==> src/common/update_pkg.sv <==
`default_nettype none

package update_pkg;

    // Lane value in signed Q16.16.
    localparam int LANE_WIDTH = 32;
    localparam int FRAC_BITS  = 16;

    typedef logic signed [LANE_WIDTH-1:0] lane_t;

    // Line and iteration counts.
    typedef logic [15:0] count_t;

    // Model memory line address.
    typedef logic [15:0] addr_t;

    // Cycles from model_re to valid model_rdata. Fixed by the memory.
    localparam int MEM_LATENCY = 1;

    // Cycles from operand valid to lane result valid.
    localparam int LANE_LATENCY = 2;

endpackage

`default_nettype wire

==> src/update_core/writeback.sv <==
`default_nettype none

module writeback #(
    parameter int LANES = 4
) (
    input  logic                          clk,
    input  logic                          reset,
    input  logic                          op_start,
    input  update_pkg::count_t            num_lines,
    input  update_pkg::count_t            num_iterations,
    input  update_pkg::addr_t             write_offset,
    input  logic [LANES-1:0]              lane_valid,
    input  update_pkg::lane_t [LANES-1:0] lane_result,
    output logic                          model_we,
    output update_pkg::addr_t             model_waddr,
    output update_pkg::lane_t [LANES-1:0] model_wdata,
    output logic                          op_done
);
    import update_pkg::*;

    logic   busy;
    count_t line_cnt;
    count_t iter_cnt;
    count_t cfg_num_lines;
    count_t cfg_num_iterations;
    addr_t  cfg_write_offset;
    logic   start;
    logic   line_valid;
    logic   write;

    assign start = op_start && !busy;

    // Lanes run in lockstep.
    assign line_valid = &lane_valid;
    assign write      = busy && line_valid;

    always_ff @(posedge clk)
    begin
        if (reset)
        begin
            busy     <= 1'b0;
            line_cnt <= '0;
            iter_cnt <= '0;
            model_we <= 1'b0;
            op_done  <= 1'b0;
        end
        else
        begin
            model_we <= write;
            op_done  <= 1'b0;

            if (start)
            begin
                busy     <= 1'b1;
                line_cnt <= '0;
                iter_cnt <= '0;
            end
            else if (write)
            begin
                if (line_cnt == cfg_num_lines - 1'b1)
                begin
                    line_cnt <= '0;
                    if (iter_cnt == cfg_num_iterations - 1'b1)
                    begin
                        op_done <= 1'b1;   // Same cycle as the final model_we.
                        busy    <= 1'b0;
                    end
                    else
                    begin
                        iter_cnt <= iter_cnt + 1'b1;
                    end
                end
                else
                begin
                    line_cnt <= line_cnt + 1'b1;
                end
            end
        end
    end

    always_ff @(posedge clk)
    begin
        if (start)
        begin
            cfg_num_lines      <= num_lines;
            cfg_num_iterations <= num_iterations;
            cfg_write_offset   <= write_offset;
        end
        if (write)
        begin
            model_waddr <= cfg_write_offset + line_cnt;
            model_wdata <= lane_result;
        end
    end

endmodule

`default_nettype wire
==> config.mk <==
export PLATFORM = sky130hd
export DESIGN_NAME = writeback
export DESIGN_NICKNAME = d
export VERILOG_FILES = /design/src/common/update_pkg.sv /design/src/update_core/writeback.sv
export SDC_FILE = /design/constraint.sdc
export NUM_CORES = 1
export LEC_CHECK = 0
export BUFFER_PORTS_ARGS = -buffer_cell sky130_fd_sc_hd__buf_2
export CORE_ASPECT_RATIO = 1.25
export CORE_UTILIZATION = 42
export DETAILED_ROUTE_END_ITERATION = 6
export HOLD_SLACK_MARGIN = 0.02
export PLACE_DENSITY = 0.69
export REMOVE_ABC_BUFFERS = 1
export SLEW_MARGIN = 20
export SYNTH_ARGS = -nofsm -noshare
export SYNTH_HDL_FRONTEND = slang
export SYNTH_SLANG_ARGS = --single-unit
==> constraint.sdc <==
create_clock -name clk -period 6.41 [get_ports clk]
set_input_delay 0 -clock clk [delete_from_list [all_inputs] [get_ports clk]]
set_output_delay 0 -clock clk [all_outputs]
set_load 0.01 [all_outputs]
* After elaboration in Yosys (flattened, before gate mapping) *
Index checks and enable logic that the tools add are counted.

cells by class
  add/sub/neg operators = 5
  multipliers = 0
  divide/modulo/power cells = 0
  order comparisons = 0
  eq/ne operators = 2
  shift-type cells = 0
  mux-type cells = 6
  bitwise gates (word level) = 3
  reductions and logical operators = 11

operators by type and width
  kind                     count
  $add A16 B1 Y16 const B  2
  $eq A16 B16 Y1           2
  $sub A16 B1 Y16 const B  2
  $add A16 B16 Y16         1
  $mux W16                 1
  $reduce_and A3 Y1        2
  $reduce_bool A2 Y1       3
  $mux W1                  5
  $reduce_and A4 Y1        1
  $reduce_or A4 Y1         1
  $not A1 Y1               3
  $logic_and A1 B1 Y1      2
  $reduce_or A2 Y1         1
  $logic_not A1 Y1         1

word-level totals
  flip-flop bits (word level) = 227
  latch bits = 0
  RAM bits = 0
  memory bits (read-only) = 0
  input port bits = 183
  output and inout bits = 146
  word-level logic and storage cells = 40
  memories kept = 0

* Logic depth before layout (Yosys ltp) *
Gate-level depths: netlist (run 1).

  depth after elaboration = 6
  depth in mapped cells = 12
  gate-level depth less buffers = 12

* Worst setup path before layout (run 1) *
No wires, ideal clock.

  path kind = register to register
  start point = register busy
  end point = register line_cnt[5]
  library setup time = 0.114 ns
  data arrival time = 5.054 ns
  data required time = 6.296 ns
  path slack = 1.242 ns
  cell stages (with the launch flop) = 8
  buffers on the path = 0
  period minus slack after synthesis = 5.168 ns
  cell sequence = dfxtp_1 > and3_1 > nand3_1 > clkinv_1 > and3_1 > nand4_1 > xor2_1 > nor2_1

on the way
  elaborated cells between the ends (all ways) = 4
  those cells by class = reduce/logical (4)

RTL lines
  what                    RTL line         RTL
  from (decl)             writeback.sv:21  logic busy;
  from (signal assigned)  writeback.sv:41  busy <= 1'b0;
  from (signal assigned)  writeback.sv:54  busy <= 1'b1;
  from (signal assigned)  writeback.sv:66  busy <= 1'b0;
  $logic_and A1 B1 Y1     writeback.sv:35  assign write = busy && line_valid;
  named net write         writeback.sv:29  logic write;
  to (signal assigned)    writeback.sv:75  line_cnt <= line_cnt + 1'b1;
  to (decl)               writeback.sv:22  count_t line_cnt;

The timed path passes the listed nets, and every way through them passes these cells.
A chain may end at the register's enable or synchronous reset.

* Worst setup path after layout (run 1) *
  start point = register cfg_num_lines[0]
  end point = register iter_cnt[9]

on the way
  longest elaborated chain between the ends = 3

ends and longest elaborated chain
  what                                RTL line         RTL
  from (decl)                         writeback.sv:24  count_t cfg_num_lines;
  from (signal assigned)              writeback.sv:85  cfg_num_lines <= num_lines;
  $sub A16 B1 Y16                     writeback.sv:60  if (line_cnt == cfg_num_lines - 1'b1)
  $eq A16 B16 Y1                      writeback.sv:60
  $reduce_and A3 Y1 (no source line)  -
  to (signal assigned)                writeback.sv:70  iter_cnt <= iter_cnt + 1'b1;
  to (decl)                           writeback.sv:23  count_t iter_cnt;

No other way between the ends.

==> impl_metrics.py, run 1 <==
metrics = {
    "outcome": {
        "status": "complete, no violations",
    },
    "detailed_routing": {
        "drtIter0Drc": 413,
        "detail_route.wl_per_cell_um": 18.7,
        "route.vias.total": 7067,
        "first_pass_iters": 4,
        "ant_nets": 0,
        "route.detailed.drc": 0,
        "route.final.wire_length_mm": 26.7,
        "post_drt_via_cell_ratio": 4.93,
    },
    "clock_network": {
        "path_clk_slew_ns": 0.07,
        "clock_path_buffers": 3,
        "post_cts_resized": 0,
        "holdBufCountCts": 177,
        "cts.root.buffer_cell": "sky130_fd_sc_hd__clkbuf_16",
        "numCtsBuffers": 23,
        "numClockSinks": 227,
        "post_cts_buffers": 0,
        "cts.htree.levels": 1,
        "clk_latency_ns": 0.51,
        "cts_tree": "done",
    },
    "sta": {
        "timing.final.crit_share_pct": 59.9,
        "max_freq_mhz": 260,
        "slew_headroom_pct": 34.3,
        "setup_viol": 0,
        "count_of_endpoints_failing_hold_in_the_final_timing_report": 0,
        "fin_skew_ns": 0.0227,
        "post-route-min-period_ns": 3.84,
        "setup_total_negative_slack_ns": 0,
        "grt_setup_unrepaired": "false",
        "worst_slew_pin_slew_ns": 0.978,
        "hold_slack_ns": 0.131,
        "drv_slew": 0,
    },
    "placed_design": {
        "numPortBuffers": 328,
        "finalWeightedCongestion": 0.872,
        "hpwlAfterDp_mm": 17.3,
        "placed_cell_area_um2": 11100,
    },
    "setup_path": {
        "crit_start": "cfg_num_lines[0]$_DFFE_PP_",
        "critical_path.max_fanout": 14,
        "cp-start-kind": "register",
        "timing.rr.start": "cfg_num_lines[0]$_DFFE_PP_",
        "cp.required_ns": 6.83,
        "reg2regPathDepth": 9,
        "timing_worst_setup_path_type": "reg -> reg",
        "worst_ep_arrival_time_ns": 4.26,
        "setup.worst_path.end_class": "register",
    },
    "floorplanning": {
        "full_die_area_um2": 22200,
        "boundaryPins": 329,
        "fp-row-count": 59,
        "starting_density_of_the_core_pct": 43.2,
        "floorplan.die.height_um": 167,
        "fp.dieW_um": 134,
        "core_area_um2": 21000,
    },
    "hold_path": {
        "hold_start": "lane_valid[3]",
        "hold_class": "in -> reg",
        "number_of_stages_on_the_worst_hold_path": 3,
    },
    "grt": {
        "antenna_found_initial": 0,
        "first_global_vias": 7062,
        "grt_util_all_layers_pct": 23.7,
        "wire_length_of_the_first_global_routing_pass_mm": 40.1,
        "grt_start_max_net_pins": 77,
        "globalRouteOverflowTotal": 0,
    },
    "power_and_ir_drop": {
        "comb_power_share_pct": 7.4,
        "share_seq_of_total_power_pct": 50.4,
        "p_int_mw": 2.60,
        "p_switching_uw": 679,
        "ir_worst_vdd_mv": 0.258,
        "pwr_density_cell_nw_per_um2": 241,
        "power.share.clock_pct": 42.2,
        "static-leakage-power_nw": 5.42,
        "switch_share_pct": 20.7,
    },
    "yosys": {
        "mappedNetlistArea_um2": 9090,
        "synth_largest_type_area_fraction_pct": 63.4,
        "synth_cells": 623,
        "synth-warning-count": 0,
        "synth_largest_area_cell": "sky130_fd_sc_hd__edfxtp_1",
        "synth_flop_cell": "sky130_fd_sc_hd__edfxtp_1",
        "syn_area_per_cell_um2": 14.6,
        "synth-seq-area-share_pct": 71.1,
        "ys_async_sr_fraction_pct": 0,
        "ys_seq_elements": 227,
        "synth_area_leaders": "sky130_fd_sc_hd__edfxtp_1 63%, sky130_fd_sc_hd__dfxtp_1 7.7%, sky130_fd_sc_hd__xor2_1 3.6%",
        "ys_types": 56,
        "synth_edf_count": 192,
    },
    "finish": {
        "syn_to_layout_area_delta_pct": 49.5,
        "postLayoutCellArea_um2": 13600,
        "drive_above_1_share_pct": 32.5,
        "most-common-layout-cells": "328 x sky130_fd_sc_hd__buf_2, 192 x sky130_fd_sc_hd__edfxtp_1, 177 x sky130_fd_sc_hd__dlygate4sd3_1",
        "antenna-diode-count": 0,
        "fillers": 1509,
        "layout.nets": 1346,
        "final_common_cell": "sky130_fd_sc_hd__buf_2",
    },
    "run": {
        "drv_cap": 0,
    },
}
## per-layer routing
metal	GRT usage, %	routed length, um
met5	0	0
met4	10.2	1120
met3	6.21	2080
met2	40.9	13200
met1	27.6	10400
## registers in the layout, indices dropped and copies added (netlist names)
| name | count |
|---|---|
| cfg_num_iterations | 16 |
| model_we | 1 |
| cfg_write_offset | 16 |
| op_done | 1 |
| iter_cnt | 16 |
| busy | 1 |
| cfg_num_lines | 16 |
| model_wdata | 128 |
| model_waddr | 16 |
| line_cnt | 16 |
## Yosys cell counts, types with 2 or more instances
cell and n:
sky130_fd_sc_hd__a211o_1 2, sky130_fd_sc_hd__a21o_1 5, sky130_fd_sc_hd__a21oi_1 16, sky130_fd_sc_hd__a311oi_1 2
sky130_fd_sc_hd__a31oi_1 7, sky130_fd_sc_hd__and2_1 2, sky130_fd_sc_hd__and3_1 8, sky130_fd_sc_hd__buf_2 3
sky130_fd_sc_hd__clkbuf_1 7, sky130_fd_sc_hd__dfxtp_1 35, sky130_fd_sc_hd__edfxtp_1 192, sky130_fd_sc_hd__ha_1 19
sky130_fd_sc_hd__inv_1 16, sky130_fd_sc_hd__mux2i_1 8, sky130_fd_sc_hd__nand2_1 33, sky130_fd_sc_hd__nand2b_1 4
sky130_fd_sc_hd__nand3_1 19, sky130_fd_sc_hd__nand3b_1 6, sky130_fd_sc_hd__nand4_1 13, sky130_fd_sc_hd__nand4_2 2
sky130_fd_sc_hd__nor2_1 48, sky130_fd_sc_hd__nor2b_1 7, sky130_fd_sc_hd__nor3_1 18, sky130_fd_sc_hd__nor3b_1 2
sky130_fd_sc_hd__nor4_1 8, sky130_fd_sc_hd__nor4b_1 2, sky130_fd_sc_hd__o2111ai_1 2, sky130_fd_sc_hd__o211ai_1 9
sky130_fd_sc_hd__o21ai_0 9, sky130_fd_sc_hd__o311ai_0 2, sky130_fd_sc_hd__o31ai_1 6, sky130_fd_sc_hd__or2_2 4
sky130_fd_sc_hd__or3_1 9, sky130_fd_sc_hd__or4_1 8, sky130_fd_sc_hd__or4b_1 2, sky130_fd_sc_hd__xnor2_1 32
sky130_fd_sc_hd__xor2_1 37
## worst paths after layout
kind / end / slack [ns]
hold reg to reg: iter_cnt[13]$_SDFFE_PP0P_ / 0.52
setup reg to reg: iter_cnt[9]$_SDFFE_PP0P_ / 2.57
hold / removal: op_done$_SDFF_PP0_ / 0.13
setup / recovery: iter_cnt[9]$_SDFFE_PP0P_ / 2.57
## cell families after synthesis
family                     count (synthesis)  synth area share [%]
muxes                                      8                 0.881
buffers and inverters                     29                  1.28
and+or+nand+nor                          199                  11.9
AOI/OAI and AO/OA                         71                  5.38
DFF                                      227                  71.1
xor gates and xnor gates                  69                  6.65
adders and majority gates                 20                  2.83
## layout make-up
type / instances / area [um2] / area share (%)
multi-input combinational: 367 / 2520 / 18.5
inverter: 17 / 68.8 / 0.506
timing repair buffer: 507 / 3430 / 25.2
tap: 274 / 343 / 2.52
clock buffer: 27 / 591 / 4.34
clock inverter: 14 / 180 / 1.33
sequential: 227 / 6470 / 47.6
## critical path: stages (launching register included)
cell	delay [ns]
sky130_fd_sc_hd__edfxtp_1	0.44
sky130_fd_sc_hd__nor3_1	0.82
sky130_fd_sc_hd__nand4b_4	0.19
sky130_fd_sc_hd__or4b_1	0.58
sky130_fd_sc_hd__o211ai_2	0.09
sky130_fd_sc_hd__nand4_2	0.13
sky130_fd_sc_hd__nor4_4	0.46
sky130_fd_sc_hd__nand2_1	0.39
sky130_fd_sc_hd__or4_1	0.49
sky130_fd_sc_hd__a21oi_1	0.17
## power by group through the flow
stage               Clock (mW)  Combinational (mW)  Sequential (mW)
floorplan                    0              0.0635             1.68
global placement             0               0.144             1.68
detailed placement           0               0.148             1.68
CTS                       1.40               0.237             1.65
global route              1.47               0.263             1.65
finish                    1.38               0.243             1.65
## stage by stage
stage | power [mW] | util [%] | setup WS, ns | std cells
after floorplan | 1.75 | - | 1.22 | 611
after global placement | 1.83 | 52.5 | 2.71 | 1215
after detailed placement | 1.83 | 52.5 | 2.60 | 1215
after CTS | 3.29 | 64.6 | 2.58 | 1433
after global routing | 3.38 | 64.6 | 2.22 | 1433
final | 3.28 | 64.6 | 2.57 | 1433
(Power assumes the default switching activity.)
==> run 2: changes to the inputs <==
- clock period: 6.41 -> 3.65 ns (I/O delays scaled with it)
==> impl_metrics.py, run 2 (synthesis results as in run 1) <==
metrics = {
    "finish": {
        "layout.nets": 1358,
        "multi_input_area_um2": 2520,
        "final_common_cell": "sky130_fd_sc_hd__buf_2",
        "sequential_cell_area_um2": 6470,
        "finalCoreUtilization_pct": 65.1,
        "antenna-diode-count": 0,
        "number_of_flip_flops_in_the_largest_register": 128,
        "fillers": 1521,
        "largest_register": "model_wdata",
        "syn_to_layout_area_delta_pct": 50.6,
        "most-common-layout-cells": "328 x sky130_fd_sc_hd__buf_2, 192 x sky130_fd_sc_hd__edfxtp_1, 178 x sky130_fd_sc_hd__dlygate4sd3_1",
        "drive_above_1_share_pct": 32.9,
    },
    "power_and_ir_drop": {
        "static-leakage-power_nw": 5.48,
        "power.share.clock_pct": 41.4,
        "ir_worst_vdd_mv": 0.367,
        "p_switching_mw": 1.17,
        "switch_share_pct": 20.6,
        "comb_power_share_pct": 7.7,
        "pwr_density_cell_nw_per_um2": 416,
        "power.total_mw": 5.70,
        "p_int_mw": 4.52,
        "share_seq_of_total_power_pct": 50.9,
    },
    "clock_network": {
        "cts_tree": "done",
        "path_clk_slew_ns": 0.06,
        "clk_latency_ns": 0.51,
        "cts.htree.levels": 1,
        "clock_path_buffers": 3,
        "cts.root.buffer_cell": "sky130_fd_sc_hd__clkbuf_16",
        "numCtsBuffers": 25,
        "numClockSinks": 227,
    },
    "floorplanning": {
        "core_area_um2": 21000,
        "starting_density_of_the_core_pct": 43.2,
        "fp.dieW_um": 134,
        "fp-row-count": 59,
        "boundaryPins": 329,
        "floorplan.die.height_um": 167,
        "full_die_area_um2": 22200,
    },
    "sta": {
        "timing.final.crit_share_pct": 91.0,
        "hold_slack_ns": 0.147,
        "worst_slew_pin_slew_ns": 0.808,
        "setup_viol": 0,
        "fin_skew_ns": 0.0107,
        "post-route-min-period_ns": 3.32,
        "drv_slew": 0,
        "grt_setup_unrepaired": "false",
        "slew_headroom_pct": 46.1,
        "max_freq_mhz": 301,
        "count_of_endpoints_failing_hold_in_the_final_timing_report": 0,
    },
    "setup_path": {
        "setup.worst_path.end_class": "register",
        "timing.rr.start": "cfg_num_lines[8]$_DFFE_PP_",
        "cp-start-kind": "register",
        "critical_path.max_fanout": 7,
        "worst_ep_arrival_time_ns": 3.77,
        "crit_start": "cfg_num_lines[8]$_DFFE_PP_",
        "cp.required_ns": 4.10,
        "timing_worst_setup_path_type": "reg -> reg",
    },
    "grt": {
        "wire_length_of_the_first_global_routing_pass_mm": 40.7,
        "first_global_vias": 7342,
        "antenna_found_initial": 0,
        "grt_start_max_net_pins": 148,
        "globalRouteOverflowTotal": 0,
        "grt_util_all_layers_pct": 23.9,
    },
    "hold_path": {
        "hold_class": "in -> reg",
        "hold_start": "lane_valid[3]",
    },
    "detailed_routing": {
        "detail_route.wl_per_cell_um": 18.7,
        "route.vias.total": 7219,
        "drtIter0Drc": 448,
        "post_drt_via_cell_ratio": 4.99,
        "route.detailed.drc": 0,
        "ant_nets": 0,
        "first_pass_iters": 5,
        "route.final.wire_length_mm": 27.1,
    },
    "placed_design": {
        "finalWeightedCongestion": 0.855,
        "numPortBuffers": 328,
        "hpwlAfterDp_mm": 17.5,
    },
    "outcome": {
        "status": "complete, no violations",
    },
    "run": {
        "drv_cap": 0,
    },
}
run 2: changes by cell type in the layout (fill, tap and decap cells not counted), sizes merged:
| cell | before | now |
|---|---|---|
| bufinv | 4 | 0 |
| clkinv | 7 | 1 |
| buf | 330 | 339 |
| dlygate4sd3 | 177 | 178 |
| clkbuf | 27 | 43 |
| clkinvlp | 1 | 0 |
run 2: cell type report:
class	count	area share (%)
sequential	227	47.2
timing repair buffer	517	25.7
multi-input combinational	367	18.4
clock buffer	43	5.51
tap	274	2.50
inverter	17	0.503
clock inverter	3	0.137
run 2: per-stage QoR:
step | setup WS, ns | instance area, um2 | cells | TNS (ns)
after detailed placement | 0.184 | 11100 | 1224 | 0
final | 0.327 | 13700 | 1448 | 0
after global placement | 0.301 | 11100 | 1224 | 0
after CTS | 0.175 | 13700 | 1448 | 0
after global routing | 0.157 | 13700 | 1448 | 0
after floorplan | -1.54 | 9040 | 611 | -185.34
run 2: worst paths after layout:
kind	end	slack, ns	cells past startpoint
worst max-delay path	iter_cnt[6]$_SDFFE_PP0P_	0.33	9
worst min-delay path	op_done$_SDFF_PP0_	0.15	3
worst max register to register	iter_cnt[6]$_SDFFE_PP0P_	0.33	9
worst min register to register	iter_cnt[14]$_SDFFE_PP0P_	0.51	2
run 2: metal layers:
layer / global-route usage, % / vias to the layer above / share of wire, %
met5: 0 / - / 0
met4: 12.8 / 0 / 5.4
met3: 6.70 / 82 / 8.1
met2: 40.9 / 301 / 49
met1: 26.9 / 3401 / 38
li1: - / 3435 / -
run 2: timing repair:
item / 4_1_cts / 5_1_grt
hold buffers: 178 / 0
setup buffers: 0 / 0
resized for setup: 0 / 1
endpoints found under the hold margin: 199 / 0
endpoints found under the setup margin: 0 / 3
run 2: worst max-delay path, cell delays in order, from the launching register on:
cell and delay (ns):
sky130_fd_sc_hd__edfxtp_1 0.45, sky130_fd_sc_hd__or4_1 0.61, sky130_fd_sc_hd__nand4b_4 0.23, sky130_fd_sc_hd__or4b_1 0.55, sky130_fd_sc_hd__o211ai_2 0.08, sky130_fd_sc_hd__nand4_2 0.13
sky130_fd_sc_hd__nor4_4 0.39, sky130_fd_sc_hd__nand2_1 0.22, sky130_fd_sc_hd__or4_1 0.45, sky130_fd_sc_hd__a21oi_1 0.15
run 2: power by group through the flow:
stage / clock network (mW) / registers [mW] / logic [mW]
after floorplan: 0 / 2.96 / 0.111
after global placement: 0 / 2.95 / 0.261
after detailed placement: 0 / 2.95 / 0.268
after CTS: 2.41 / 2.90 / 0.424
after global routing: 2.51 / 2.90 / 0.469
final: 2.36 / 2.90 / 0.436
==> run 3: changes to the inputs <==
- CORE_ASPECT_RATIO: 1.25 -> 1.1
- CORE_MARGIN: default -> 2
- HOLD_SLACK_MARGIN: 0.02 -> default
==> impl_metrics.py, run 3 (synthesis results as in run 1) <==
metrics = {
    "outcome": {
        "status": "complete, no violations",
    },
    "floorplanning": {
        "core_area_um2": 21300,
        "boundaryPins": 329,
        "starting_density_of_the_core_pct": 42.7,
        "floorplan.die.height_um": 158,
        "fp.dieW_um": 144,
        "full_die_area_um2": 22800,
        "fp-row-count": 56,
    },
    "clock_network": {
        "cts_tree": "done",
        "cts.root.buffer_cell": "sky130_fd_sc_hd__clkbuf_16",
        "numClockSinks": 227,
        "clk_latency_ns": 0.52,
        "numCtsBuffers": 24,
        "cts.htree.levels": 1,
        "clock_path_buffers": 3,
        "path_clk_slew_ns": 0.06,
    },
    "sta": {
        "fin_skew_ns": 0.0277,
        "drv_slew": 0,
        "worst_slew_pin_slew_ns": 0.782,
        "max_freq_mhz": 296,
        "grt_setup_unrepaired": "false",
        "post-route-min-period_ns": 3.38,
        "setup_viol": 0,
        "slew_headroom_pct": 47.9,
        "timing.final.crit_share_pct": 92.5,
        "count_of_endpoints_failing_hold_in_the_final_timing_report": 0,
        "hold_slack_ns": 0.0953,
    },
    "setup_path": {
        "reg2regPathDepth": 9,
        "crit_top_cell": "sky130_fd_sc_hd__nand4_2",
        "crit_start": "cfg_num_lines[7]$_DFFE_PP_",
        "setup.worst_path.end_class": "register",
        "timing.critical_path.slowest_cell_delay_ns": 0.65,
        "critical_path.max_fanout": 8,
        "timing_worst_setup_path_type": "reg -> reg",
        "setup.reg_to_reg.worst_slack_ns": 0.27,
        "cp-endpoint": "iter_cnt[12]$_SDFFE_PP0P_",
        "crit_path_cell_trace": "or4_1 -> nand4b_4 -> or4b_1 -> o211ai_2 -> nand4_2 -> nor4_4 -> nand4_2 -> o311ai_0 -> o41ai_1",
        "timing.critical_path.slowest_stage_cell": "sky130_fd_sc_hd__or4_1",
        "timing.rr.start": "cfg_num_lines[7]$_DFFE_PP_",
        "rr_endpoint": "iter_cnt[12]$_SDFFE_PP0P_",
        "cp-start-kind": "register",
        "worst_ep_arrival_time_ns": 3.75,
        "cp.required_ns": 4.02,
    },
    "power_and_ir_drop": {
        "ir_worst_vdd_mv": 0.551,
        "p_switching_mw": 1.20,
        "comb_power_share_pct": 7.6,
        "share_seq_of_total_power_pct": 50.5,
        "power.share.clock_pct": 41.9,
        "switch_share_pct": 20.8,
        "pwr_density_cell_nw_per_um2": 419,
        "p_int_mw": 4.54,
        "static-leakage-power_nw": 5.48,
    },
    "finish": {
        "postLayoutCellArea_um2": 13700,
        "number_of_flip_flops_in_the_largest_register": 128,
        "layout.nets": 1356,
        "drive_above_1_share_pct": 33.3,
        "final_common_cell": "sky130_fd_sc_hd__buf_2",
        "fillers": 1576,
        "largest_register": "model_wdata",
        "most-common-layout-cells": "328 x sky130_fd_sc_hd__buf_2, 192 x sky130_fd_sc_hd__edfxtp_1, 178 x sky130_fd_sc_hd__dlygate4sd3_1",
        "syn_to_layout_area_delta_pct": 50.8,
    },
    "placed_design": {
        "hpwlAfterDp_mm": 17.4,
        "finalWeightedCongestion": 0.876,
        "numPortBuffers": 328,
        "placed_cell_area_um2": 11100,
    },
    "grt": {
        "grt_start_max_net_pins": 148,
        "antenna_found_initial": 1,
        "globalRouteOverflowTotal": 0,
        "first_global_vias": 7159,
        "grt_util_all_layers_pct": 23.0,
        "wire_length_of_the_first_global_routing_pass_mm": 39.9,
    },
    "detailed_routing": {
        "route.detailed.drc": 0,
        "ant_nets": 0,
        "drtIter0Drc": 446,
        "route.vias.total": 7190,
        "first_pass_iters": 5,
        "post_drt_via_cell_ratio": 4.92,
        "detail_route.wl_per_cell_um": 19.0,
        "route.final.wire_length_mm": 27.8,
    },
    "hold_path": {
        "hold_class": "in -> reg",
    },
    "run": {
        "drv_cap": 0,
    },
}
==> run 3: routing by layer <==
metal	global-route usage, %	part of all wire (%)	vias to the layer above
met3	5.44	8.3	79
met1	28.0	39	3359
met5	0	0	-
li1	-	-	3419
met4	12.3	5.7	0
met2	38.2	47	333
==> run 3: worst min path at each step <==
| stage | startpoint | endpoint | slack [ns] | cells after the start |
|---|---|---|---|---|
| after floorplan | reset | busy$_SDFFE_PP0P_ | 0.07 | 1 |
| after global placement | lane_result[15] | model_wdata[15]$_DFFE_PP_ | 0.18 | 1 |
| after global routing | lane_valid[3] | model_we$_SDFF_PP0_ | 0.13 | 3 |
| after detailed placement | num_lines[5] | cfg_num_lines[5]$_DFFE_PP_ | 0.18 | 1 |
| after CTS | lane_valid[3] | model_we$_SDFF_PP0_ | 0.05 | 3 |
| final | lane_valid[3] | model_we$_SDFF_PP0_ | 0.1 | 3 |
==> run 3: repair_timing <==
| action | 4_1_cts | 5_1_grt |
|---|---|---|
| hold endpoints to repair | 196 | 0 |
| gates resized for setup | 0 | 1 |
| endpoints found under the setup margin | 0 | 2 |
| buffers inserted | 0 | 0 |
| hold buffers | 178 | 0 |
==> run 3: worst max-delay path: cells and delay by family (launching register included) <==
| family | cells | cell delay [ns] |
|---|---|---|
| compound gates | 3 | 0.57 |
| flops | 1 | 0.48 |
| simple gates | 6 | 2.18 |
==> run 3: power groups by stage <==
stage	sequential, mW	combinational, mW	clock, mW
finish	2.90	0.435	2.40
global route	2.90	0.469	2.56
CTS	2.90	0.422	2.44
detailed placement	2.95	0.265	0
global placement	2.95	0.259	0
floorplan	2.96	0.111	0
==> run 3: layout make-up <==
class / instances / area [um2] / area share, %
clock buffer: 32 / 662 / 4.83
multi-input combinational: 367 / 2520 / 18.4
clock inverter: 12 / 115 / 0.840
tap: 290 / 363 / 2.65
antenna: 1 / 2.50 / 0.0183
inverter: 17 / 68.8 / 0.502
sequential: 227 / 6470 / 47.2
timing repair buffer: 516 / 3510 / 25.6
==> run 3: through the flow <==
step                      power [mW]  TNS (ns)  worst slack [ns]  std cells  util (%)
final                           5.74         0             0.274       1462      64.4
after global routing            5.93         0           0.00757       1462      64.4
after CTS                       5.76         0             0.211       1461      64.3
after detailed placement        3.22         0             0.226       1239      52.3
after global placement          3.21         0             0.290       1239      52.3
after floorplan                 3.07   -185.34             -1.54        611         -
